===== src/bp_pkg.sv =====
// record layouts are fixed by the 30-bit word pc and 14-bit history; INDEX_W must not exceed GHR_W
`default_nettype none

package bp_pkg;

    localparam int GHR_W = 14;
    localparam int TAG_W = 8;

    // merge priority runs direct_jump down to other_jump, not_jump last
    typedef enum logic [2:0] {
        not_jump      = 3'd0,
        direct_jump   = 3'd1,
        call          = 3'd2,
        ret           = 3'd3,
        indirect_jump = 3'd4,
        other_jump    = 3'd5
    } bp_kind_e;

    typedef logic [1:0] bp_cnt_t;

    localparam bp_cnt_t CNT_RESET = 2'b01; // weakly not taken

    typedef struct packed {
        logic             taken;
        bp_kind_e         kind;
        logic [29:0]      npc;
        logic [GHR_W-1:0] bh;  // history seen at lookup
        bp_cnt_t          cnt; // counter snapshot
    } bp_pred_t;

    typedef struct packed {
        logic        taken;
        bp_kind_e    kind;
        logic [29:0] npc;
        logic [29:0] pc;
    } bp_ex_t;

    typedef struct packed {
        bp_pred_t pred;
        bp_ex_t   ex;
        logic     pack_size; // block held two instructions
        logic     flush_pre; // later slot was flushed
    } bp_resolve_t;

    typedef struct packed {
        logic [29:0]      pc;
        logic             taken;
        bp_kind_e         kind;
        logic [29:0]      npc;
        logic [GHR_W-1:0] bh;
        bp_cnt_t          cnt;
    } bp_update_t;

    typedef struct packed {
        logic             valid;
        logic [TAG_W-1:0] tag;
        bp_kind_e         kind;
        logic [29:0]      target;
    } bp_btb_t;

    // gshare hash, caller keeps the low INDEX_W bits
    function automatic logic [GHR_W-1:0] bp_index(input logic [29:0] pc,
                                                  input logic [GHR_W-1:0] bh);
        return pc[GHR_W-1:0] ^ bh;
    endfunction

    // btb tag sits just above the index bits
    function automatic logic [TAG_W-1:0] bp_tag(input logic [29:0] pc, input int unsigned index_w);
        logic [29:0] shifted;
        shifted = pc >> index_w;
        return shifted[TAG_W-1:0];
    endfunction

endpackage

`default_nettype wire


===== src/bp_predictor.sv =====
// one lookup per cycle, prediction valid exactly one cycle after pred_req; no bypass of same-cycle updates
`timescale 1ns/1ps
`default_nettype none

module bp_predictor #(
    parameter int INDEX_W = 6
) (
    input  logic                     clk,
    input  logic                     rstn,
    input  logic                     pred_req,
    input  logic [29:0]              pred_pc,
    input  logic [bp_pkg::GHR_W-1:0] ghr,
    output logic [INDEX_W-1:0]       pht_addr,
    output logic [INDEX_W-1:0]       btb_addr,
    input  bp_pkg::bp_cnt_t          pht_data,
    input  bp_pkg::bp_btb_t          btb_data,
    output logic                     pred_valid,
    output bp_pkg::bp_pred_t         pred
);

    import bp_pkg::*;

    logic [GHR_W-1:0] pht_hash;
    logic             req_q;
    logic [29:0]      pc_q;
    logic [GHR_W-1:0] bh_q;
    logic             btb_hit;

    assign pht_hash = bp_index(pred_pc, ghr);
    assign pht_addr = pht_hash[INDEX_W-1:0];
    assign btb_addr = pred_pc[INDEX_W-1:0];

    always_ff @(posedge clk) begin
        if (!rstn) begin
            req_q <= 1'b0;
        end else begin
            req_q <= pred_req;
        end
    end

    // pc and history line up with the table read data
    always_ff @(posedge clk) begin
        if (pred_req) begin
            pc_q <= pred_pc;
            bh_q <= ghr;
        end
    end

    assign btb_hit = btb_data.valid && (btb_data.tag == bp_tag(pc_q, INDEX_W));

    always_comb begin
        pred.cnt   = pht_data;
        pred.bh    = bh_q;
        pred.taken = pht_data[1] && btb_hit;
        if (btb_hit) begin
            pred.kind = btb_data.kind;
            pred.npc  = btb_data.target;
        end else begin
            pred.kind = not_jump;
            pred.npc  = pc_q + 30'd2; // fall through past the block
        end
    end

    assign pred_valid = req_q;

endmodule

`default_nettype wire


===== config.mk =====
export PLATFORM = sky130hd
export DESIGN_NAME = bp_predictor
export DESIGN_NICKNAME = d
export VERILOG_FILES = /design/src/bp_pkg.sv /design/src/bp_predictor.sv
export SDC_FILE = /design/constraint.sdc
export NUM_CORES = 1
export LEC_CHECK = 0
export ABC_CLOCK_PERIOD_IN_PS = 3900
export BUFFER_PORTS_ARGS = -buffer_cell sky130_fd_sc_hd__buf_4
export CORE_ASPECT_RATIO = 0.9
export CORE_MARGIN = 5
export CORE_UTILIZATION = 42
export CTS_CLUSTER_SIZE = 40
export DETAILED_ROUTE_END_ITERATION = 10
export GPL_TIMING_DRIVEN = 0
export PLACE_DENSITY_LB_ADDON = 0.12
export SYNTH_ARGS = -nofsm -noshare
export SYNTH_HDL_FRONTEND = slang
export SYNTH_SLANG_ARGS = --single-unit
export TNS_END_PERCENT = 1

===== constraint.sdc =====
create_clock -name clk -period 3.9 [get_ports clk]
set_input_delay 0.78 -clock clk [delete_from_list [all_inputs] [get_ports clk]]
set_output_delay 0.78 -clock clk [all_outputs]
set_load 0.01 [all_outputs]

Word level (Yosys, flattened, before mapping)
Cells that the tools add are included.
Cells by class
  multiplexer cells: 1
  add/subtract/negate cells: 1
  reductions and logical operators: 2
  bitwise operators: 1
  equal/unequal tests: 1
Operator list (count)
  $mux 33: 1
  $add 30x2->30 const B: 1
  $eq 8x8->1: 1
  $xor 6x6->6: 1
  $logic_and 1x1->1: 2
Storage, ports and cells
  bits of input ports: 91
  output and inout bits: 63
  register bits: 45

Longest topological paths before layout
Gate-level depths: netlist of run 1.
  depth after elaboration: 3
  mapped depth: 8
  mapped depth without buffers: 6

Worst setup path after synthesis of run 1
No wires, ideal clock.
  kind: input-to-output
  start: in btb_data[36] (netlist bit)
  end: out pred[16] (netlist bit)
  data required time: 3.120 ns
  path buffers: 1
  slack: 1.276 ns
  stages: 5
  data arrival time: 1.844 ns
  cell sequence: xnor2_1 -> nand4_1 -> nor3_2 -> buf_4 -> mux2_2
RTL lines
  from (decl): line bp_predictor.sv:16  | input bp_pkg::bp_btb_t btb_data,
  to (decl): line bp_predictor.sv:18  | output bp_pkg::bp_pred_t pred

==> flow_metrics.tcl, run 1 <==
set metrics [dict create \
    status "completed" \
    drive_above_1_share_pct 48.96 \
    nets 477 \
    start_util_pct 43.75 \
    grt_max_degree 46 \
    slew_violations 0 \
    ys_seq_elements 45 \
    synth_top_family_by_area "simple AND/OR/NAND/NOR gates" \
    dp_cells 448 \
    fmax_mhz 328.3 \
    hold_path.class "in -> reg" \
    synthToLayoutAreaGrowth_pct 53.50 \
    synthAdderAreaFrac_pct 0.4995 \
    maxCapViolations 0 \
    avgSynthCellArea_sq_um 11.08 \
    fin_cells 456 \
    cp-end-kind "output port" \
    overflow 0 \
    worst_slew_pin_slew_ns 0.5587 \
    via_per_inst 4.844 \
    critPathLaunchType "register" \
    yosys.area.top_type "edfxtp_1" \
    clk_path_buf_depth 2 \
    period_share_pct 78.09 \
    io_buffers 152 \
    antenna_found_initial 0 \
    drt_iter0_markers 91 \
    yosysWarnings 0 \
    io_pins 154 \
    seqCellArea_sq_um 1341 \
    antenna-diode-count 0 \
    synthSimpleGateAreaFrac_pct 19.28 \
    finalSetupViolCount 0 \
    final_cell_mix "buf_4, edfxtp_1, nand2_1" \
    gp_congestion 0.7944 \
    core_sq_um 5725 \
    holdWs_ns 0.6518 \
    groute.usage.overall_pct 17.98 \
    finalWirelength_mm 6.763 \
    final_common_cell "buf_4" \
    ys_types 27 \
    rsz0062_at_grt "no" \
    route.detailed.drc 0 \
    grt_pass1_wl_mm 11.11 \
    rows 26 \
    fillCellCount 487 \
    syn-cell-area_sq_um 2505 \
    relSlewSlack_pct 62.75 \
    multi_input_area_sq_um 1039 \
    synth_edf_count 44 \
    synth_xor_area_share_pct 14.34 \
    placed_area_sq_um 3734 \
    wl_per_cell_um 14.83 \
    p_leak_nw 1.595 \
    grt_pass1_vias 2245 \
    htreeDepth 2 \
    synth-compound-area-share_pct 5.994 \
    ctsResizeCount 0 \
    async_reset_ff_share_pct 0 \
    die_w_um 91.41 \
    power.total_mw 1.218 \
    cts-root-buf "clkbuf_8" \
    yosys.area.top_type_share_pct 52.75 \
    synthMuxAreaShare_pct 1.349 \
    die_area_sq_um 7611 \
    drt_first_pass_iters 5 \
    dp_hpwl_mm 5.560 \
    cts_setup_buffers 0 \
    hold_violations 0 \
    synthFlopType "edfxtp_1" \
    worstSetupPathType "reg -> out" \
    cp_data_required_time_ns 3.12 \
    die_h_um 83.27 \
    vias 2209 \
    cts_tree "done" \
    setup_tns_ns 0 \
    period_minus_slack_ns 3.046 \
    cp_data_arrival_time_ns 2.27 \
    antenna_left 0 \
    p_per_area_nw_per_um2 316.9 \
    cp_max_fo 5 \
    syn-num-nets 318 \
    hold_buffers 0 \
    ys_seq_area_share_pct 53.55 \
    synthCells 226 \
    finalInstanceArea_sq_um 3845 \
    clock-sinks 45 \
    cts.reportedPaths.clkPinSlew_ns 0.09 \
    cts_inserted_buffers 5 \
    synthTopCellsByArea "edfxtp_1, xor2_1, nand2_1" \
    ir_drop_v 0.0002354 \
]
[cell type report]
cell class | count | share of cell area (%)
clock inverters | 2 | 1.009
clock buffers | 6 | 1.887
flip-flops and latches | 45 | 34.88
repair buffers | 152 | 29.68
plain buffers | 17 | 2.961
inverters | 3 | 0.2929
well taps | 70 | 2.278
multi-input cells | 161 | 27.01
[state kept, by name, summed over array words and instances (netlist names)]
signal	cells
pc_q	30
bh_q	14
pred_valid	1
[final timing paths]
kind,from,end,cells past startpoint
setup / recovery,pc_q[1],pred[45],7
hold / removal,pred_pc[11],pc_q[11],1
[through the flow]
stage,setup WS [ns],utilization (%)
after global routing,0.6531,67.15
after detailed placement,0.8769,65.21
after CTS,0.8079,67.15
after floorplan,1.276,-
after global placement,0.8865,65.21
final,0.8545,67.15
[critical path: stages (launching register included)]
cell      delay [ns]
edfxtp_1        0.43
ha_1            0.33
nand4_4         0.16
nor4_4          0.44
nand3_1         0.17
xor2_1          0.23
o21ai_2         0.07
buf_4           0.14
[where the power goes]
group / internal, mW / switching, mW / total, mW
Combinational: 0.158 / 0.112 / 0.269
Clock: 0.192 / 0.155 / 0.347
Sequential: 0.574 / 0.0283 / 0.602
[routing by layer]
| layer | share of wire, % | vias up | track usage [%] |
|---|---|---|---|
| met2 | 48 | 106 | 27.91 |
| li1 | - | 1107 | - |
| met5 | 0 | - | 0 |
| met3 | 11 | 5 | 7.143 |
| met1 | 41 | 991 | 23.23 |
| met4 | 1.0 | 0 | 4.800 |
[cell usage after synthesis (3+ instances only)]
| cell type | n |
|---|---|
| edfxtp_1 | 44 |
| nand2_1 | 37 |
| xor2_1 | 26 |
| o21ai_0 | 19 |
| xnor2_1 | 15 |
| nand3_1 | 14 |
| nand4_1 | 10 |
| buf_4 | 9 |
| nor2_1 | 9 |
| and2_1 | 5 |
| buf_2 | 4 |
| nor3_1 | 4 |
| o21ai_1 | 4 |
| o21ai_2 | 4 |
| clkbuf_2 | 3 |
| inv_1 | 3 |
| mux2_2 | 3 |
[logic make-up after synthesis]
kind of cell,count (synthesis)
multiplexers,3
adder cells (fa/ha/maj),1
flip-flops,45
AO/OA/AOI/OAI,27
XOR/XNOR,41
AND/OR/NAND/NOR,89
buffers and inverters,20
Note: power is estimated with default switching activity, not from simulation.
==> run 2: changes to the inputs <==
Settings changed: ABC_CLOCK_PERIOD_IN_PS 3900 to 2960.
Clock period 3.9 ns to 2.96 ns, I/O delays scaled along.
==> flow_metrics.tcl, run 2 (synthesized netlist as in run 1, its figures left out) <==
set metrics [dict create \
    worstSetupPathType "reg -> out" \
    drive_above_1_share_pct 49.22 \
    ir_drop_v 0.0003102 \
    p_leak_nw 1.600 \
    maxCapViolations 0 \
    dp_hpwl_mm 5.560 \
    die_h_um 83.27 \
    regMostFlops "pc_q" \
    antenna_found_initial 0 \
    overflow 0 \
    slew_violations 0 \
    p_per_area_nw_per_um2 416.8 \
    cts_tree "done" \
    grt_busiest_layer "met2" \
    vias 2233 \
    route.detailed.drc 0 \
    relSlewSlack_pct 62.42 \
    fillCellCount 485 \
    rsz0062_at_grt "no" \
    cts-root-buf "clkbuf_8" \
    die_w_um 91.41 \
    dp_cells 448 \
    largest_register_ffs 30 \
    finalWirelength_mm 6.780 \
    finalSetupViolCount 0 \
    cp_data_arrival_time_ns 2.21 \
    via_per_inst 4.897 \
    antenna_left 0 \
    cp_data_required_time_ns 2.37 \
    grt_pass1_wl_mm 11.11 \
    groute.usage.overall_pct 17.98 \
    period_minus_slack_ns 2.804 \
    hold_violations 0 \
    status "completed" \
    core_sq_um 5725 \
    grtUsageMet1_pct 23.23 \
    grt_max_degree 46 \
    place_worst_setup_slack_ns 0.3129 \
    cts_inserted_buffers 5 \
    nets 477 \
    fin_cells 456 \
    setup_tns_ns 0 \
    synthToLayoutAreaGrowth_pct 53.95 \
    start_util_pct 43.75 \
    worst_slew_pin_slew_ns 0.5636 \
    grt_pass1_vias 2245 \
    drt_iter0_markers 63 \
    finalWorstSetupSlack_ns 0.1560 \
    gp_congestion 0.7944 \
    cts_setup_buffers 0 \
    grt.met2_usage_pct 27.91 \
    period_share_pct 94.73 \
    io_buffers 152 \
    cp_max_fo 10 \
    critPathLaunchType "register" \
    die_area_sq_um 7611 \
    htreeDepth 2 \
    clock-sinks 45 \
    cp-end-kind "output port" \
    antenna-diode-count 0 \
    final_common_cell "buf_4" \
    io_pins 154 \
    rows 26 \
    clk_path_buf_depth 2 \
    final_cell_mix "buf_4, edfxtp_1, nand2_1" \
    cts.reportedPaths.clkPinSlew_ns 0.09 \
    ctsResizeCount 0 \
    hold_path.class "in -> reg" \
    holdWs_ns 0.4639 \
    grtUsageMet3_pct 7.143 \
    hold_buffers 0 \
    wl_per_cell_um 14.87 \
    drt_first_pass_iters 4 \
    fmax_mhz 356.6 \
]
==> run 2: cell types whose count changed in the layout (fill, tap and decap cells not counted) <==
cell    before  now
nor4_2       2    1
ha_1         1    0
ha_2         0    1
nor4_4       1    2
==> run 2: final timing paths <==
check                   to  cells past startpoint         from
hold / removal    pc_q[11]                      1  pred_pc[11]
setup / recovery  pred[27]                      6      pc_q[7]
==> run 2: area by class of cell <==
class	count	area [sq um]	share of cell area, %
timing repair buffer	152	1141	29.59
clock buffer	6	72.57	1.882
inverter	3	11.26	0.2920
tap	70	87.58	2.271
multi-input combinational	161	1050	27.22
buffer	17	113.9	2.953
clock inverter	2	38.79	1.006
sequential	45	1341	34.78
==> run 2: critical path, stage by stage (launching register included) <==
cell and delay (ns):
edfxtp_1 0.51, xnor2_1 0.22, nand3_1 0.14, nor3_2 0.32
buf_4 0.24, mux2_2 0.34, buf_4 0.14
==> run 2: layer usage <==
layer	vias to the layer above	part of all wire, %
met2	117	47
met3	7	11
met1	1001	41
met5	-	0
met4	0	1.1
li1	1108	-
==> run 2: power by group <==
part | internal, mW | switching, mW | leakage, nW | total, mW
Combinational | 0.208 | 0.148 | 1.11 | 0.357
Sequential | 0.756 | 0.0373 | 0.439 | 0.793
Clock | 0.253 | 0.204 | 0.0554 | 0.457
==> run 2: through the flow <==
stage	cell area, sq um	utilization (%)	power [mW]
floorplan	2505	-	0.9358
global placement	3734	65.21	1.161
detailed placement	3734	65.21	1.168
CTS	3845	67.15	1.629
global route	3856	67.35	1.695
finish	3856	67.35	1.607
