==> config.mk <==
export PLATFORM = sky130hd
export DESIGN_NAME = bp_update_buffer
export DESIGN_NICKNAME = d
export VERILOG_FILES = /design/src/bp_pkg.sv /design/src/bp_update_buffer.sv
export SDC_FILE = /design/constraint.sdc
export NUM_CORES = 1
export LEC_CHECK = 0
export ABC_AREA = 1
export CAP_MARGIN = 30
export CORE_UTILIZATION = 40
export CTS_BUF_LIST = sky130_fd_sc_hd__clkbuf_8
export CTS_CLUSTER_SIZE = 30
export DETAILED_ROUTE_END_ITERATION = 12
export DONT_BUFFER_PORTS = 1
export SYNTH_ARGS = -nofsm -noshare
export SYNTH_HDL_FRONTEND = slang
export SYNTH_SLANG_ARGS = --single-unit
==> constraint.sdc <==
create_clock -name clk -period 9.26 [get_ports clk]
set_input_delay 1.389 -clock clk [delete_from_list [all_inputs] [get_ports clk]]
set_output_delay 1.389 -clock clk [all_outputs]
set_load 0.02 [all_outputs]
==> src/bp_pkg.sv <==
// record layouts are fixed by the 30-bit word pc and 14-bit history; INDEX_W must not exceed GHR_W
`default_nettype none

package bp_pkg;

    localparam int GHR_W = 14;
    localparam int TAG_W = 8;

    // merge priority runs direct_jump down to other_jump, not_jump last
    typedef enum logic [2:0] {
        not_jump      = 3'd0,
        direct_jump   = 3'd1,
        call          = 3'd2,
        ret           = 3'd3,
        indirect_jump = 3'd4,
        other_jump    = 3'd5
    } bp_kind_e;

    typedef logic [1:0] bp_cnt_t;

    localparam bp_cnt_t CNT_RESET = 2'b01; // weakly not taken

    typedef struct packed {
        logic             taken;
        bp_kind_e         kind;
        logic [29:0]      npc;
        logic [GHR_W-1:0] bh;  // history seen at lookup
        bp_cnt_t          cnt; // counter snapshot
    } bp_pred_t;

    typedef struct packed {
        logic        taken;
        bp_kind_e    kind;
        logic [29:0] npc;
        logic [29:0] pc;
    } bp_ex_t;

    typedef struct packed {
        bp_pred_t pred;
        bp_ex_t   ex;
        logic     pack_size; // block held two instructions
        logic     flush_pre; // later slot was flushed
    } bp_resolve_t;

    typedef struct packed {
        logic [29:0]      pc;
        logic             taken;
        bp_kind_e         kind;
        logic [29:0]      npc;
        logic [GHR_W-1:0] bh;
        bp_cnt_t          cnt;
    } bp_update_t;

    typedef struct packed {
        logic             valid;
        logic [TAG_W-1:0] tag;
        bp_kind_e         kind;
        logic [29:0]      target;
    } bp_btb_t;

    // gshare hash, caller keeps the low INDEX_W bits
    function automatic logic [GHR_W-1:0] bp_index(input logic [29:0] pc,
                                                  input logic [GHR_W-1:0] bh);
        return pc[GHR_W-1:0] ^ bh;
    endfunction

    // btb tag sits just above the index bits
    function automatic logic [TAG_W-1:0] bp_tag(input logic [29:0] pc, input int unsigned index_w);
        logic [29:0] shifted;
        shifted = pc >> index_w;
        return shifted[TAG_W-1:0];
    endfunction

endpackage

`default_nettype wire

==> src/bp_update_buffer.sv <==
// DEPTH >= 2, no back-pressure; a paired block must arrive on both lanes in one cycle, lane 0 older
`timescale 1ns/1ps
`default_nettype none

module bp_update_buffer #(
    parameter int DEPTH = 6
) (
    input  logic                clk,
    input  logic                rstn,
    input  logic [1:0]          res_valid,
    input  bp_pkg::bp_resolve_t res0,
    input  bp_pkg::bp_resolve_t res1,
    output logic                upd_valid,
    output bp_pkg::bp_update_t  upd
);

    import bp_pkg::*;

    localparam int PTR_W = $clog2(DEPTH);
    localparam int CNT_W = $clog2(DEPTH + 1);

    bp_resolve_t      mem [DEPTH];
    logic [PTR_W-1:0] wr_ptr;
    logic [PTR_W-1:0] rd_ptr;
    logic [PTR_W-1:0] wr_ptr_1;
    logic [CNT_W-1:0] count;
    logic [1:0]       n_in;
    logic [1:0]       n_out;
    bp_resolve_t      head;
    bp_resolve_t      partner;
    logic             paired;
    logic             pair_ok;
    bp_update_t       merged;

    function automatic logic [PTR_W-1:0] ptr_add(input logic [PTR_W-1:0] p, input logic [1:0] n);
        logic [PTR_W:0] s;
        s = {1'b0, p} + (PTR_W + 1)'(n);
        if (s >= (PTR_W + 1)'(DEPTH)) begin
            s = s - (PTR_W + 1)'(DEPTH);
        end
        return s[PTR_W-1:0];
    endfunction

    function automatic logic [2:0] kind_rank(input bp_kind_e k);
        case (k)
            direct_jump:   return 3'd5;
            call:          return 3'd4;
            ret:           return 3'd3;
            indirect_jump: return 3'd2;
            other_jump:    return 3'd1;
            default:       return 3'd0;
        endcase
    endfunction

    function automatic bp_kind_e merge_kind(input bp_kind_e a, input bp_kind_e b);
        return (kind_rank(a) >= kind_rank(b)) ? a : b;
    endfunction

    assign n_in     = {1'b0, res_valid[0]} + {1'b0, res_valid[1]};
    assign wr_ptr_1 = ptr_add(wr_ptr, 2'd1);

    // lane 0 takes the first free slot when both lanes fire
    always_ff @(posedge clk) begin
        if (res_valid[0]) begin
            mem[wr_ptr] <= res0;
        end
        if (res_valid == 2'b11) begin
            mem[wr_ptr_1] <= res1;
        end else if (res_valid == 2'b10) begin
            mem[wr_ptr] <= res1;
        end
    end

    always_comb begin
        head    = mem[rd_ptr];
        partner = mem[ptr_add(rd_ptr, 2'd1)];
        paired  = head.pack_size && !head.flush_pre;
        pair_ok = paired && (count > CNT_W'(1));

        if (count == '0) begin
            n_out = 2'd0;
        end else if (pair_ok) begin
            n_out = 2'd2;
        end else begin
            n_out = 2'd1;
        end

        merged.pc  = head.ex.pc;
        merged.bh  = head.pred.bh;
        merged.cnt = head.pred.cnt;
        if (pair_ok) begin
            merged.taken = head.ex.taken || partner.ex.taken;
            merged.kind  = merge_kind(head.ex.kind, partner.ex.kind);
            merged.npc   = head.ex.taken ? head.ex.npc : partner.ex.npc; // older wins if taken
        end else begin
            merged.taken = head.ex.taken;
            merged.kind  = head.ex.kind;
            merged.npc   = head.ex.npc;
        end
    end

    always_ff @(posedge clk) begin
        if (!rstn) begin
            wr_ptr    <= '0;
            rd_ptr    <= '0;
            count     <= '0;
            upd_valid <= 1'b0;
        end else begin
            wr_ptr    <= ptr_add(wr_ptr, n_in);
            rd_ptr    <= ptr_add(rd_ptr, n_out);
            count     <= count + CNT_W'(n_in) - CNT_W'(n_out);
            upd_valid <= (n_out != 2'd0);
        end
    end

    always_ff @(posedge clk) begin
        if (n_out != 2'd0) begin
            upd <= merged;
        end
    end

    // execute never has more than DEPTH records in flight
    a_no_overflow: assert property (@(posedge clk) disable iff (!rstn)
        (int'(count) + int'(n_in)) <= (DEPTH + int'(n_out)));

    // both halves of a block are enqueued together, so the partner is already here
    a_pair_present: assert property (@(posedge clk) disable iff (!rstn)
        ((count != '0) && paired) |-> (count > CNT_W'(1)));

endmodule

`default_nettype wire

Word level (Yosys, flattened, before mapping)
Memories as Yosys holds them, arrays and structs flattened. A register that Yosys moved wholly into a read port is not among the register bits. Index checks and enable logic that the tools add are counted.

$add $sub $neg: 11. Magnitude comparators: 6. Muxes and demuxes: 22. Equality and inequality tests: 12. Reduce and logical (&&, ||, !) cells: 6. Bitwise logic cells: 1.

Operators with widths (count): two-way mux 116 bit (1); two-way mux 34 bit (1); two-way mux 30 bit (1); case mux 3 bit (5 select lines) (2); two-way mux 3 bit (8); greater-or-equal comparator 4 x 3 -> 1 bit, second input constant (4); equality test 3 x 2 -> 1 bit, second input constant (4); equality test 3 bit, second input constant (4); subtractor 3 bit, second input constant (4); adder 3 x 1 -> 4 bit, second input constant (2); adder 3 x 2 -> 4 bit (2); two-way mux 1 bit (7); equality test 3 x 1 -> 1 bit, second input constant (2); equality test 2 bit, second input constant (2); two-way mux 2 bit (2); adder 3 x 2 -> 3 bit (1); greater-or-equal comparator 3 bit (1); greater-than comparator 3 x 1 -> 1 bit, second input constant (1); zero test 3 bit (1); subtractor 3 x 2 -> 3 bit (1); adder 1 x 1 -> 2 bit (1); logical AND 1 bit (2); nonzero test 2 bit (1); zero test 1 bit (1); other kinds (2) (2).

Word-level logic and storage cells: 69. Output and inout port bits: 81. Memory bits (writable): 696. Memories kept: 1. Flip-flop bits (word level): 90. Bits of input ports: 236.

Memories: mem (depth 6, bits a word 116, read ports 2, clocked after memory_dff 1, write ports 2, line bp_update_buffer.sv:22) `bp_resolve_t mem [DEPTH];`.

Logic depth before layout (Yosys ltp)
An unclocked memory read counts as a cell.

Depth in word-level cells: 10. Depth in mapped cells: 25. Mapped depth without buffers: 22.

Least setup slack after synthesis
OpenSTA, ideal clock, no wires.

Kind: input to register. Start point: input port res_valid[0]. End point: memory mem[4][0] in the netlist's numbering (enable). Setup time: 0.635 ns. Data arrival time: 7.676 ns. Stages: 4. Buffers on the path: 0. Required time: 8.625 ns. Setup slack: 0.949 ns. Cell sequence: inv_1 > ha_1 > or2_2 > o21ai_0.

RTL lines: start, declared (line bp_update_buffer.sv:10) `input logic [1:0] res_valid,`; end, declared (line bp_update_buffer.sv:22).

==> impl_metrics.env <==
export IMPL_maxCapViolCount=0
export IMPL_synth_cell_types=39
export IMPL_path_cells="ha_1 > nand2_1 > nand2_2 > o21ai_2 > or2_1 > nand2_1 > inv_2 > nor2_4 > buf_12 > nand2_4 > o21ai_4 > buf_4 > buf_4"
export IMPL_die_area_um2=78800
export IMPL_cts_resized=0
export IMPL_tns_ps=0
export IMPL_cts_tree="done"
export IMPL_hold_buffers=0
export IMPL_clk_pin_slew_ps=60
export IMPL_hold_path_class="flop to flop"
export IMPL_crit_type="flop to flop"
export IMPL_seqCellArea_um2=17400
export IMPL_insertion_delay_ps=730
export IMPL_grtUsageTotal_pct=23.6
export IMPL_synth_cells=3585
export IMPL_drt_pass1_iter_count=5
export IMPL_antenna_found_initial=4
export IMPL_post_cts_buffers=0
export IMPL_die_h_um=281
export IMPL_clockBufferDepth=3
export IMPL_drt_iter0_drc=1787
export IMPL_finalPower_uw=9390
export IMPL_post_drt_wl_per_cell_um=20.6
export IMPL_vias=25000
export IMPL_grt_use_met3_pct=4.75
export IMPL_yosysSeqAreaShare_pct=55.9
export IMPL_initial_core_util_pct=40.7
export IMPL_use_met2_pct=41.2
export IMPL_whs_path_depth=3
export IMPL_crit_family="buffers and inverters"
export IMPL_place_hpwl_um=51000
export IMPL_crit_buf_inv=4
export IMPL_die_w_um=281
export IMPL_synth_top_area_share_pct=55.3
export IMPL_worstReg2RegEnd="mem[4][43]$_DFFE_PP_"
export IMPL_outcome="completed"
export IMPL_synth_area_leader_cell="edfxtp_1"
export IMPL_setup_viol=0
export IMPL_syn_area_um2=31100
export IMPL_grt_overflow_total=0
export IMPL_synth_edf_count=572
export IMPL_drt_wl_total_um=94100
export IMPL_grt_max_degree=192
export IMPL_rr_worst_depth=13
export IMPL_yosys_register_bits=582
export IMPL_p_leak_uw=0.0137
export IMPL_nFillCells=7330
export IMPL_gr_usage_met1_pct=28.8
export IMPL_grt_pass1_wl_um=140000
export IMPL_grt_pass1_vias=23500
export IMPL_slew_headroom_pct=35.7
export IMPL_cp_slowest_cell="buf_4"
export IMPL_clock_fmax_mhz=185
export IMPL_period_needed_ps=5410
export IMPL_reg2reg_slack_ps=3850
export IMPL_drive_gt1_share_pct=5.79
export IMPL_final_period_utilization_pct=58.5
export IMPL_routed_via_density=5.46
export IMPL_ys_top_cells_by_area="edfxtp_1 (55%), nand2_1 (13%), o21ai_0 (8.3%)"
export IMPL_critPathRequiredTime_ps=9600
export IMPL_numPortBuffers=0
export IMPL_h_tree_depth=3
export IMPL_gp_congestion=0.798
export IMPL_final_hold_viol_count=0
export IMPL_multi_input_area_um2=11900
export IMPL_finClkSkew_ps=33.7
export IMPL_nets=3717
export IMPL_placed_cell_area_um2=31700
export IMPL_cp_data_arrival_time_ps=5750
export IMPL_regToRegStartpoint="wr_ptr[0]$_SDFF_PN0_"
export IMPL_cts_root_buf="clkbuf_8"
export IMPL_core_um2=76500
export IMPL_synth_main_ff_cell="edfxtp_1"
export IMPL_slowest_delay_ps=680
export IMPL_io_pins=317
export IMPL_syn2layout_area_growth_pct=8.41
export IMPL_p_per_area_nw_per_um2=279
export IMPL_worstHoldEndpoint="count[0]$_SDFF_PN0_"
export IMPL_stdcell_area_um2=33700
export IMPL_async_flop_share_pct=0
export IMPL_hold_start="count[0]$_SDFF_PN0_"
export IMPL_critPathLaunchType="flop"
export IMPL_tightest_slew_ps=965
export IMPL_synth_avg_cell_area_um2=8.67
export IMPL_crit_fanout=166
export IMPL_yosysWarnings=0
export IMPL_drc=0
export IMPL_antenna_left=0
export IMPL_row_count=101
export IMPL_grt_most_used_layer="met2"
export IMPL_rsz0062_at_grt="false"
export IMPL_clkSinkCount=582
export IMPL_hold_ws_ps=586
export IMPL_cts_buffers=105
export IMPL_syn_num_nets=3841
export IMPL_finalMaxSlewViolations=0
export IMPL_ir_drop_uv=164
export IMPL_end_kind="flop"
[routing by layer]
layer	vias to the layer above	share of wire, %
met4	2	2.7
met1	11900	41
met3	171	7.5
li1	12100	-
met2	828	49
met5	-	0.014
[Yosys cell counts, types with 2 or more instances]
| cell type | instances |
|---|---|
| a21boi_0 | 6 |
| a21boi_1 | 24 |
| a21oi_1 | 202 |
| a32o_1 | 46 |
| buf_1 | 7 |
| buf_2 | 103 |
| buf_4 | 5 |
| buf_6 | 7 |
| clkbuf_1 | 142 |
| clkbuf_2 | 11 |
| dfxtp_1 | 10 |
| edfxtp_1 | 572 |
| fa_1 | 4 |
| ha_1 | 16 |
| inv_1 | 179 |
| inv_2 | 4 |
| mux2i_1 | 2 |
| nand2_1 | 1102 |
| nand3_1 | 226 |
| nand3b_1 | 5 |
| nor2_1 | 272 |
| o211ai_1 | 58 |
| o21ai_0 | 517 |
| o22ai_1 | 46 |
| or2_2 | 3 |
| xnor2_1 | 3 |
[power breakdown]
| part | leakage [µW] | internal (µW) | switching [µW] | total (µW) |
|---|---|---|---|---|
| Sequential | 0.00540 | 3660 | 467 | 4120 |
| Combinational | 0.00715 | 866 | 2050 | 2920 |
| Clock | 0.00115 | 1220 | 1120 | 2350 |
[cell type report]
cell class	count	share of cell area [%]
clock inverter	80	1.44
multi-input combinational	2544	35.4
inverter	184	2.09
clock buffer	108	4.41
sequential	582	51.6
tap	1030	3.82
timing repair buffer	44	1.17
antenna	2	0.0149
[state kept, by name, indices dropped and copies added, names as in the netlist]
name / cells
mem: 492
upd: 80
count: 3
rd_ptr: 3
wr_ptr: 3
upd_valid: 1
[cell families after synthesis]
kind of cell	after synthesis	share of synthesized area, %
compound gates	905	16.3
xor+xnor	4	0.113
fa+ha+maj	20	0.902
buf+inv	459	6.23
flops	582	55.9
mux	2	0.0644
simple gates	1613	20.5
[worst max path at each step]
stage                           endpoint  depth (start not counted)                 start
floorplan            mem[4][0]$_DFFE_PP_                          4          res_valid[0]
global placement    mem[4][64]$_DFFE_PP_                         13  wr_ptr[0]$_SDFF_PN0_
detailed placement  mem[4][64]$_DFFE_PP_                         13  wr_ptr[0]$_SDFF_PN0_
CTS                 mem[4][48]$_DFFE_PP_                         13  wr_ptr[0]$_SDFF_PN0_
global route        mem[4][62]$_DFFE_PP_                         13  wr_ptr[0]$_SDFF_PN0_
finish              mem[4][43]$_DFFE_PP_                         13  wr_ptr[0]$_SDFF_PN0_
[worst min-delay path: cells and delay by family (launching register included)]
family | cells | cell delay [ps]
adder cells (fa/ha/maj) | 1 | 130
flip-flops | 1 | 340
AND/OR/NAND/NOR | 1 | 40
buffers and inverters | 1 | 40
[layout by cell type (no fill, tap or decap), types with 4 or more instances in the layout]
master,synthesis,routed
nor2_1,272,271
inv_1,179,217
nand3_1,226,222
nand3_4,0,4
nand2_1,1102,1097
ha_1,16,15
fa_1,4,4
a21oi_1,202,202
clkinv_1,1,22
o21ai_0,517,511
o21ai_4,0,7
edfxtp_1,572,572
a32o_1,46,46
bufinv_16,0,5
a21boi_1,24,24
clkinv_2,0,7
a21boi_0,6,6
o22ai_1,46,46
dfxtp_1,10,7
buf_4,5,40
clkbuf_8,0,108
nand3b_1,5,5
o211ai_1,58,58
[per-stage QoR]
stage	std cells	utilization [%]	setup WS, ps
final	4574	44.1	3850
after global routing	4574	44.1	3640
after CTS	4571	44.0	3840
after detailed placement	4383	41.4	3870
after global placement	4382	41.4	3900
after floorplan	3585	-	949
Note: power is estimated with default switching activity, not from simulation.
