===== config.mk =====
export PLATFORM = sky130hd
export DESIGN_NAME = bp_table
export DESIGN_NICKNAME = d
export VERILOG_FILES = /design/src/bp_table.sv
export SDC_FILE = /design/constraint.sdc
export NUM_CORES = 1
export LEC_CHECK = 0
export ABC_AREA = 1
export BUFFER_PORTS_ARGS = -buffer_cell sky130_fd_sc_hd__buf_2
export CAP_MARGIN = 20
export CORE_MARGIN = 2
export CORE_UTILIZATION = 50
export CTS_CLUSTER_DIAMETER = 30
export DETAILED_ROUTE_END_ITERATION = 7
export PLACE_DENSITY = 0.68
export SLEW_MARGIN = 20
export SYNTH_ARGS = -nofsm -noshare
export SYNTH_HDL_FRONTEND = slang
export SYNTH_SLANG_ARGS = --single-unit

===== constraint.sdc =====
create_clock -name clk -period 2.1 [get_ports clk]
set_input_delay 0.315 -clock clk [delete_from_list [all_inputs] [get_ports clk]]
set_output_delay 0.315 -clock clk [all_outputs]
set_load 0.1 [all_outputs]

===== src/bp_table.sv =====
// registered read, old data on a same-address read and write; reset sweeps all 2**INDEX_W entries
`timescale 1ns/1ps
`default_nettype none

module bp_table #(
    parameter type    entry_t   = logic [1:0],
    parameter int     INDEX_W   = 6,
    parameter entry_t RESET_VAL = '0
) (
    input  logic               clk,
    input  logic               rstn,
    input  logic [INDEX_W-1:0] rd_addr,
    input  logic [INDEX_W-1:0] wr_addr,
    input  logic               wr_en,
    input  entry_t             wr_data,
    output entry_t             rd_data
);

    localparam int ENTRIES = 2 ** INDEX_W;

    entry_t mem [ENTRIES];

    // every entry is cleared so a fresh table predicts from a known state
    always_ff @(posedge clk) begin
        if (!rstn) begin
            for (int i = 0; i < ENTRIES; i++) begin
                mem[i] <= RESET_VAL;
            end
        end else if (wr_en) begin
            mem[wr_addr] <= wr_data;
        end
    end

    always_ff @(posedge clk) begin
        rd_data <= mem[rd_addr]; // sees the pre-write value
    end

endmodule

`default_nettype wire


After elaboration in Yosys (flattened, before gate mapping):

Memory sizes are Yosys's and may differ from the RTL's. A register that Yosys moved wholly into a read port is not among the register bits.
Index checks and enable logic that the tools add are counted.

* $add $sub $neg: 0
* multiply operators: 0
* divide/modulo/power cells: 0
* magnitude comparators: 0
* equality and inequality tests: 0
* shift operators: 0
* multiplexer cells: 7
* bitwise operators: 0
* reductions and logical operators: 1

Operators by type and width (number)
* two-way mux 6 bit: 1
* two-way mux 1 bit: 5
* two-way mux 2 bit: 1
* OR reduction 2 bit: 1

* register bits after elaboration: 0
* latch bits: 0
* RAM bits: 128
* ROM bits: 0
* input port bits: 17
* memories: 1

Memories
* mem: depth 64, width 2, rd ports 1, clocked after memory_dff 1, wr ports 64, line 21 `entry_t mem [ENTRIES];`

Depth between registers and ports, before layout:

Gate-level depths: netlist (run 1).

* depth in word-level cells: 5
* gate-level depth with buffers: 10
* mapped depth without buffers: 9

Least setup slack after synthesis (run 1):

Ideal clock, no wire load.

* path type: input to register
* start point: input wr_addr[1]
* end point: memory mem[62][0] (netlist bit) (enable)
* arrival: 1.365 ns
* setup slack: 0.437 ns
* stages: 5
* path buffers: 1
* cells stage by stage: buf_4 inv_1 nor4_2 nand2_1 nand2_1

RTL lines
* start, declared: line 13 `input logic [INDEX_W-1:0] wr_addr,`
* end, declared: line 21

==> metrics, run 1 <==
number of register bits inferred by synthesis 130; worst-case setup slack after placement 0.0843 ns; synthesized-area fraction occupied by and/or/nand/nor cells 0.363; standby leakage power 0.00300 uW; first-pass iteration count of the detailed router 5; data required time of the worst path 2.23 ns; Total Routing Usage GR 0.234; Worst Setup Slack, final 0.511 ns; final setup violation count 0; number of clock sinks 130; Routed Wire Length 15400 um; share of the clock period used by the worst path after layout 0.757; final weighted congestion of routability-driven global placement 0.825; compound-cell area share of the yosys netlist 0; kind of critical path input port to flop; area of the core region 12600 um2; count of antenna-violating nets left after detailed routing 0; post-synthesis adder-cell area fraction 0; synthesized cell area 6480 um2; number of global-route vias before repair 5108; final worst path period need 1.59 ns; Clock Skew 0.00677 ns; final cell count without fillers 943; CTS H-tree lvls 4; layout overhead on the synthesized area 14.2%; final number of hold-violating endpoints 0; outcome finished, final reports clean; multiplexer area fraction after synthesis 0; vias after detailed routing 5265; CTS tree built; kind of start point of the critical path input port; FILL cells 1088; Max Root-Sink Buffers 2; gate count of the mapped netlist 743; Iter 0 DRT Violations 400; Syn Nets 760; number of I/O port buffers 18; width of the die 118 um; wire length per cell 16.3 um; count of cell types in the netlist 16; Clock Latency Late Sink 0.42 ns; number of placed I/O pins 19; grt total ovfl 0; most used cells in the layout excluding fill and tap cells sky130_fd_sc_hd__nand2_1, sky130_fd_sc_hd__nor2_1, sky130_fd_sc_hd__edfxtp_1, sky130_fd_sc_hd__nand3_1, sky130_fd_sc_hd__buf_4; CP endpoint kind flop; routed via count divided by cell count 5.58; RSZ-0062 raised after global routing false; antenna violations before repair 0; number of cell rows 41; ratio of cells with drive above 1 in the final layout 0.112; number of nets at the end of the flow 775; dpl hpwl 9760 um; max-cap viol count 0; first-pass GRT wire length 25000 um; achievable clock frequency 0.629 GHz; Least-Margin Pin Slew 0.727 ns; Remaining DRCs 0; Die Ht 118 um; number of warnings issued by yosys 0; dominant combinational cell family by area after synthesis simple AND/OR/NAND/NOR gates; total of hold buffers inserted after clock tree synthesis 0; maximum number of pins on one net before global-route repair 65; crit path max fanout 9; number of diodes 0; initial standard-cell utilization of the core 0.514; clock transition time at the flip-flop clock pins of the worst setup and hold paths 0.06 ns; Resize count post-CTS 0; root buffer cell sky130_fd_sc_hd__clkbuf_16; most common cell after layout, fill and taps aside sky130_fd_sc_hd__nand2_1; total negative slack 0 ns; path type of the worst min-delay path input port to flop; total CTS buffers 17; WP data arrival 1.72 ns; floorplan die area 13900 um2; sequential share of the synthesized area 0.599; Mapped Avg Cell Area 8.72 um2; postcts setup bufs 0; Max IR drop VDD 492 uV; Pins Over Slew Limit 0; dpl cells 911; XOR/XNOR Fraction of Synth Area 0; Pwr Density 884 nW/um2; Max-Slew Margin vs Limit 0.516
metal layers:
metal,part of all wire,up-vias,global-route usage
met5,0,-,0
met3,0.093,35,0.0577
met2,0.49,241,0.389
met1,0.39,2488,0.292
li1,-,2501,-
met4,0.026,0,0.0986
sequential cells by signal, indices dropped and copies added, names as in the netlist:
register  cells
mem         128
rd_data       2
report_power, final:
group | leakage (uW) | internal [uW] | total (uW) | switching [uW]
clock network | 0.000272 | 1850 | 2950 | 1100
registers | 0.00123 | 2980 | 3020 | 36.8
logic | 0.00150 | 153 | 578 | 425
synthesized netlist by cell type, drive strengths merged:
master | instances | share of area
nand2 | 288 | 0.17
nor2 | 133 | 0.077
edfxtp | 128 | 0.59
nand3 | 110 | 0.085
clkbuf | 38 | 0.022
inv | 15 | 0.0087
buf | 9 | 0.0069
nor3 | 8 | 0.0069
nor4 | 8 | 0.024
nand4 | 4 | 0.0039
dfxtp | 2 | 0.0062
worst paths after layout:
path	from	endpoint	slack (ns)	cells after the start
max reg2reg	mem[42][1]	rd_data[1]	0.87	8
min reg2reg	mem[44][0]	rd_data[0]	0.85	8
max	wr_addr[0]	mem[37][0]	0.51	5
min	rd_addr[5]	rd_data[0]	0.22	3
cell families (layout without fill, tap and decap cells):
kind of cell,count (synthesis),in the layout
and+or+nand+nor,551,551
buffers and inverters,62,90
DFF,130,130
stage by stage:
step                      power (uW)  hold WS (ns)  utilization  area, um2
after floorplan                 3460         0.449            -       6480
after global placement          3620         0.628        0.540       6810
after detailed placement        3640         0.628        0.540       6810
after CTS                       6550         0.200        0.587       7400
after global routing            6740         0.221        0.587       7400
final                           6550         0.215        0.587       7400
area by class of cell:
class,count,area (um2),share of cell area
clock inverters,15,166,0.0225
multi-input cells,551,2350,0.318
clock buffers,17,425,0.0575
inverters,15,56.3,0.00761
flip-flops and latches,130,3880,0.525
well taps,172,215,0.0291
repair buffers,43,303,0.0409
worst max-delay path, stage by stage:
cell                      delay [ns]
sky130_fd_sc_hd__buf_2          0.22
sky130_fd_sc_hd__inv_1          0.25
sky130_fd_sc_hd__nor4_4         0.58
sky130_fd_sc_hd__nand2_1        0.19
sky130_fd_sc_hd__nand2_1        0.15
No activity file was read; power rests on OpenSTA's default activity.
==> run 2, diff against run 1 <==
--- a/config.mk
+++ b/config.mk
@@ -5,14 +5,14 @@
 export SDC_FILE = /design/constraint.sdc
 export NUM_CORES = 1
 export LEC_CHECK = 0
-export ABC_AREA = 1
+export ABC_AREA = 0
 export BUFFER_PORTS_ARGS = -buffer_cell sky130_fd_sc_hd__buf_2
 export CAP_MARGIN = 20
 export CORE_MARGIN = 2
 export CORE_UTILIZATION = 50
 export CTS_CLUSTER_DIAMETER = 30
 export DETAILED_ROUTE_END_ITERATION = 7
-export PLACE_DENSITY = 0.68
+export PLACE_DENSITY = 0.71
 export SLEW_MARGIN = 20
 export SYNTH_ARGS = -nofsm -noshare
 export SYNTH_HDL_FRONTEND = slang
==> constraint.sdc (replaced) <==
create_clock -name clk -period 1.4 [get_ports clk]
set_input_delay 0.21 -clock clk [delete_from_list [all_inputs] [get_ports clk]]
set_output_delay 0.21 -clock clk [all_outputs]
set_load 0.1 [all_outputs]
==> metrics, run 2 <==
outcome finished, violations left; violated checks negative setup slack; Syn Nets 581; total CTS buffers 17; achievable clock frequency 0.583 GHz; worst-case setup slack after placement -0.516 ns; antenna violations before repair 0; most common cell after layout, fill and taps aside sky130_fd_sc_hd__edfxtp_1; Mapped Avg Cell Area 11.8 um2; cell-by-cell listing of the critical path mux4_2 -> a22o_1 -> o21ai_2 -> a21oi_2 -> a211o_1; number of clock sinks 130; Total Routing Usage GR 0.235; vias after detailed routing 4691; share of async-settable or async-resettable flops after synthesis 0; root buffer cell sky130_fd_sc_hd__clkbuf_16; leading registers by flop count mem x128, rd_data x2; number of placed I/O pins 19; Worst Setup Slack, final -0.317 ns; share of Yosys cell area claimed by the top area cell type 0.579; Routed Wire Length 15600 um; count of cell types in the netlist 38; routed via count divided by cell count 5.95; largest register by flop count mem; standby leakage power 0.00333 uW; Critical Path Sink rd_data[0]; WP data arrival 2.01 ns; initial standard-cell utilization of the core 0.507; wire length per cell 19.7 um; crit path from mem[34][0]; floorplan die area 14200 um2; sequential share of the synthesized area 0.585; dpl hpwl 10200 um; number of nets at the end of the flow 616; Remaining DRCs 0; Iter 0 DRT Violations 686; worst reg2reg path depth 5; crit path max fanout 1; Post-DP Area 7350 um2; count of antenna-violating nets left after detailed routing 0; Max IR drop VDD 884 uV; number of global-route vias before repair 4686; Design Area, Final 7960 um2; Least-Margin Pin Slew 1.03 ns; most used cells in the layout excluding fill and tap cells sky130_fd_sc_hd__edfxtp_1, sky130_fd_sc_hd__nand2_1, sky130_fd_sc_hd__and3_1, sky130_fd_sc_hd__buf_4, sky130_fd_sc_hd__mux4_2; share of the clock period used by the worst path after layout 1.23; Max-Slew Margin vs Limit 0.314; grt total ovfl 0; CP endpoint kind flop; area of the core region 13100 um2; maximum number of pins on one net before global-route repair 65; most frequent cell after synthesis sky130_fd_sc_hd__edfxtp_1; first-pass iteration count of the detailed router 5; kind of critical path flop to flop; final setup violation count 2; ratio of cells with drive above 1 in the final layout 0.250; postcts setup bufs 0; Clock Latency Late Sink 0.41 ns; kind of start point of the critical path flop; max FFs per register 128; first-pass GRT wire length 25100 um; gate count of the mapped netlist 564; number of I/O port buffers 18; CTS tree built; number of warnings issued by yosys 0; cell types with the largest area share after synthesis sky130_fd_sc_hd__edfxtp_1, sky130_fd_sc_hd__and3_1, sky130_fd_sc_hd__mux4_2; Max Root-Sink Buffers 2; source of the worst register-to-register timing path mem[34][0]; synthesized cell area 6640 um2; endpoint of the lowest-slack register-to-register path rd_data[0]; number of diodes 0; width of the die 119 um; max-cap viol count 0; number of register bits inferred by synthesis 130; cell at the slowest stage of the critical path sky130_fd_sc_hd__mux4_2; CTS H-tree lvls 4; final worst path period need 1.72 ns; data required time of the worst path 1.70 ns; layout overhead on the synthesized area 19.9%; ys flop type sky130_fd_sc_hd__edfxtp_1; Post-Route Utilization 0.608; worst hold slack after final layout 0.155 ns; Pins Over Slew Limit 0; number of enable flip-flop cells after synthesis 128; number of cell rows 42; final weighted congestion of routability-driven global placement 0.852; most area-hungry cell type in the Yosys netlist sky130_fd_sc_hd__edfxtp_1; path type of the worst min-delay path input port to flop; Pwr Density 1240 nW/um2; Die Ht 119 um; CP max stage delay 0.46 ns; RSZ-0062 raised after global routing true; clock transition time at the flip-flop clock pins of the worst setup and hold paths 0.06 ns; leading cell types by count after synthesis sky130_fd_sc_hd__edfxtp_1, sky130_fd_sc_hd__nand2_1, sky130_fd_sc_hd__and3_1; Clock Skew 0.00555 ns; Design Power 9880 uW; r2r setup slk -0.32 ns; final number of hold-violating endpoints 0
[run 2: changes by cell type in the layout (fill, tap and decap cells not counted), moves of 7 or more]
cell | before | now
sky130_fd_sc_hd__buf_12 | 2 | 12
sky130_fd_sc_hd__mux4_2 | 0 | 29
sky130_fd_sc_hd__nand2_1 | 288 | 126
sky130_fd_sc_hd__inv_1 | 11 | 1
sky130_fd_sc_hd__and2_1 | 0 | 10
sky130_fd_sc_hd__o21ai_0 | 0 | 7
sky130_fd_sc_hd__nor2_1 | 133 | 14
sky130_fd_sc_hd__buf_4 | 23 | 48
sky130_fd_sc_hd__nand3_1 | 110 | 4
sky130_fd_sc_hd__and3_1 | 0 | 122
[run 2: where the power goes]
part | internal (uW) | total, uW | switching [uW]
combinational | 365 | 900 | 535
sequential | 4480 | 4550 | 76.2
clock | 2780 | 4420 | 1640
[run 2: worst max-delay path, delay by kind of cell, from the launching register on]
family / cells / cell delay [ns]
AO/OA/AOI/OAI: 4 / 0.76
flip-flops: 1 / 0.39
multiplexers: 1 / 0.46
[run 2: worst min path at each step]
stage	from	endpoint	slack, ns	depth (start not counted)
floorplan	rd_addr[5]	rd_data[1]	0.32	1
global placement	rd_addr[5]	rd_data[1]	0.55	2
detailed placement	rd_addr[5]	rd_data[1]	0.55	2
CTS	rd_addr[5]	rd_data[1]	0.13	2
global route	rd_addr[5]	rd_data[1]	0.15	2
finish	rd_addr[5]	rd_data[1]	0.15	2
[run 2: logic make-up (layout without fill, tap and decap cells)]
| group | count (synthesis) | after routing | share of synthesized area |
|---|---|---|---|
| multiplexers | 35 | 35 | 0.108 |
| flip-flops | 130 | 130 | 0.585 |
| buffers and inverters | 63 | 111 | 0.0398 |
| AO/OA/AOI/OAI | 31 | 31 | 0.0322 |
| AND/OR/NAND/NOR | 305 | 305 | 0.235 |
[run 2: area by class of cell]
class / count / area (um2)
clock buffer: 17 / 425
timing repair buffer: 78 / 696
tap: 176 / 220
multi-input combinational: 371 / 2560
clock inverter: 15 / 166
fill: 990 / 5120
inverter: 1 / 3.75
sequential: 130 / 3880
[run 2: metal layers]
| layer | wire length, um | up-vias | GRT usage | share of wire |
|---|---|---|---|---|
| met5 | 0 | - | 0 | 0 |
| met1 | 6250 | 2304 | 0.301 | 0.40 |
| met3 | 851 | 36 | 0.0460 | 0.055 |
| li1 | - | 2153 | - | - |
| met2 | 7960 | 198 | 0.391 | 0.51 |
| met4 | 492 | 0 | 0.105 | 0.032 |
[run 2: through the flow]
stage | cells | TNS (ns)
2_1_floorplan | 564 | -0.370
3_3_place_gp | 756 | -3.99
3_5_place_dp | 756 | -6.71
4_1_cts | 788 | -0.488
5_1_grt | 788 | -0.597
6_report | 788 | -0.560
[run 2: repair_timing]
item / in CTS / in global routing
hold endpoints to repair: 0 / 0
gates resized for setup: 1 / 5
setup endpoints to repair: 2 / 4
hold buffers: 0 / 0
==> run 3, diff against run 2 <==
--- a/config.mk
+++ b/config.mk
@@ -8,8 +8,8 @@
 export ABC_AREA = 0
 export BUFFER_PORTS_ARGS = -buffer_cell sky130_fd_sc_hd__buf_2
 export CAP_MARGIN = 20
-export CORE_MARGIN = 2
 export CORE_UTILIZATION = 50
+export CTS_BUF_LIST = sky130_fd_sc_hd__clkbuf_16
 export CTS_CLUSTER_DIAMETER = 30
 export DETAILED_ROUTE_END_ITERATION = 7
 export PLACE_DENSITY = 0.71
==> metrics, run 3 (same netlist as run 2, synthesis figures left out) <==
Pins Over Slew Limit 0; final cell count without fillers 792; number of diodes 0; total of hold buffers inserted after clock tree synthesis 0; final number of hold-violating endpoints 0; start point of the worst hold path rd_addr[5]; Pwr Density 1190 nW/um2; Die Ht 117 um; Clock Skew 0.00767 ns; Routed Wire Length 16100 um; achievable clock frequency 0.590 GHz; Max IR drop VDD 900 uV; endpoint of the worst hold path rd_data[1]; final weighted congestion of routability-driven global placement 0.882; path type of the worst min-delay path input port to flop; standby leakage power 0.00334 uW; violated checks negative setup slack; number of cells traversed by the worst hold path 2; number of clock sinks 130; endpoint of the lowest-slack register-to-register path rd_data[0]; Iter 0 DRT Violations 667; number of cell rows 41; floorplan die area 13700 um2; share of the clock period used by the worst path after layout 1.21; total CTS buffers 17; outcome finished, violations left; number of global-route vias before repair 4704; maximum number of pins on one net before global-route repair 65; Total Routing Usage GR 0.255; CP endpoint kind flop; Post-DP Area 7390 um2; layout overhead on the synthesized area 19.6%; worst reg2reg path depth 5; max-cap viol count 0; final setup violation count 2; number of nets at the end of the flow 626; initial standard-cell utilization of the core 0.520; most common cell after layout, fill and taps aside sky130_fd_sc_hd__edfxtp_1; first-pass GRT wire length 25200 um; RSZ-0062 raised after global routing true; Max-Slew Margin vs Limit 0.317; CTS tree built; Design Area, Final 7940 um2; clock transition time at the flip-flop clock pins of the worst setup and hold paths 0.06 ns; wire length per cell 20.4 um; Remaining DRCs 0; WP data arrival 2.00 ns; area of the core region 12800 um2; number of I/O port buffers 18; Max Root-Sink Buffers 2; leading registers by flop count mem x128, rd_data x2; grt total ovfl 0; first-pass iteration count of the detailed router 5; postcts setup bufs 0; count of antenna-violating nets left after detailed routing 0; max FFs per register 128; most used cells in the layout excluding fill and tap cells sky130_fd_sc_hd__edfxtp_1, sky130_fd_sc_hd__nand2_1, sky130_fd_sc_hd__and3_1, sky130_fd_sc_hd__buf_4, sky130_fd_sc_hd__mux4_2; kind of start point of the critical path flop; kind of critical path flop to flop; width of the die 117 um; largest register by flop count mem; source of the worst register-to-register timing path mem[51][0]; vias after detailed routing 4774; data required time of the worst path 1.70 ns; CTS H-tree lvls 4; dpl hpwl 10400 um; ratio of cells with drive above 1 in the final layout 0.260; final worst path period need 1.70 ns; r2r setup slk -0.30 ns; antenna violations before repair 0; Least-Margin Pin Slew 1.02 ns; number of placed I/O pins 19; Worst Setup Slack, final -0.296 ns; Clock Latency Late Sink 0.42 ns; root buffer cell sky130_fd_sc_hd__clkbuf_16; crit path max fanout 1; dpl cells 762; routed via count divided by cell count 6.03
## run 3: cell types whose count changed in the layout (fill, tap and decap cells not counted), moves of 2 or more
| cell | before | now |
|---|---|---|
| sky130_fd_sc_hd__buf_4 | 48 | 60 |
| sky130_fd_sc_hd__inv_1 | 1 | 3 |
| sky130_fd_sc_hd__bufinv_16 | 3 | 1 |
| sky130_fd_sc_hd__buf_12 | 12 | 10 |
| sky130_fd_sc_hd__a22oi_2 | 0 | 2 |
| sky130_fd_sc_hd__buf_2 | 16 | 18 |
| sky130_fd_sc_hd__a22oi_1 | 6 | 4 |
| sky130_fd_sc_hd__clkbuf_4 | 2 | 0 |
## run 3: worst max-delay path by stage
stage	from	endpoint	slack, ns
after global placement	rd_addr[0]	rd_data[0]	-0.44
after CTS	mem[38][0]	rd_data[0]	-0.27
after detailed placement	rd_addr[0]	rd_data[0]	-0.43
after floorplan	rd_addr[0]	rd_data[0]	-0.13
after global routing	mem[19][0]	rd_data[0]	-0.32
final	mem[51][0]	rd_data[0]	-0.30
## run 3: layout make-up
class	count	area, um2
clock buffers	17	425
clock inverters	13	100
fillers	926	4830
inverters	1	3.75
multi-input cells	371	2570
flip-flops and latches	130	3880
well taps	172	215
repair buffers	88	741
## run 3: layer usage
| layer | up-vias | wire [um] | track usage |
|---|---|---|---|
| met4 | 0 | 475 | 0.110 |
| li1 | 2160 | - | - |
| met1 | 2355 | 6370 | 0.323 |
| met3 | 42 | 1160 | 0.0484 |
| met2 | 217 | 8120 | 0.429 |
| met5 | - | 0 | 0 |
## run 3: worst max-delay path, stage by stage, from the launching register on
cell,delay (ns)
sky130_fd_sc_hd__edfxtp_1,0.39
sky130_fd_sc_hd__mux4_2,0.51
sky130_fd_sc_hd__a22o_1,0.20
sky130_fd_sc_hd__o21ai_1,0.16
sky130_fd_sc_hd__a21oi_1,0.10
sky130_fd_sc_hd__a211o_1,0.22
## run 3: per-stage QoR
| step | setup TNS, ns | util | power [uW] | hold slack, ns | setup WS (ns) |
|---|---|---|---|---|---|
| floorplan | -0.370 | - | 5180 | 0.323 | -0.127 |
| global placement | -3.98 | 0.579 | 5500 | 0.553 | -0.435 |
| finish | -0.457 | 0.622 | 9440 | 0.152 | -0.296 |
| CTS | -0.431 | 0.621 | 9440 | 0.138 | -0.274 |
| detailed placement | -7.39 | 0.579 | 5530 | 0.557 | -0.425 |
| global route | -0.532 | 0.622 | 9690 | 0.156 | -0.319 |
## run 3: power breakdown
group	internal, uW	leakage, uW	switching, uW
combinational	375	0.00185	543
sequential	4480	0.00123	79.5
clock	2380	0.000256	1590
total	7230	0.00334	2210
## run 3: timing repair
item,4_1_cts,5_1_grt
resized for setup,2,2
setup endpoints to repair,2,2
pin swaps,1,3
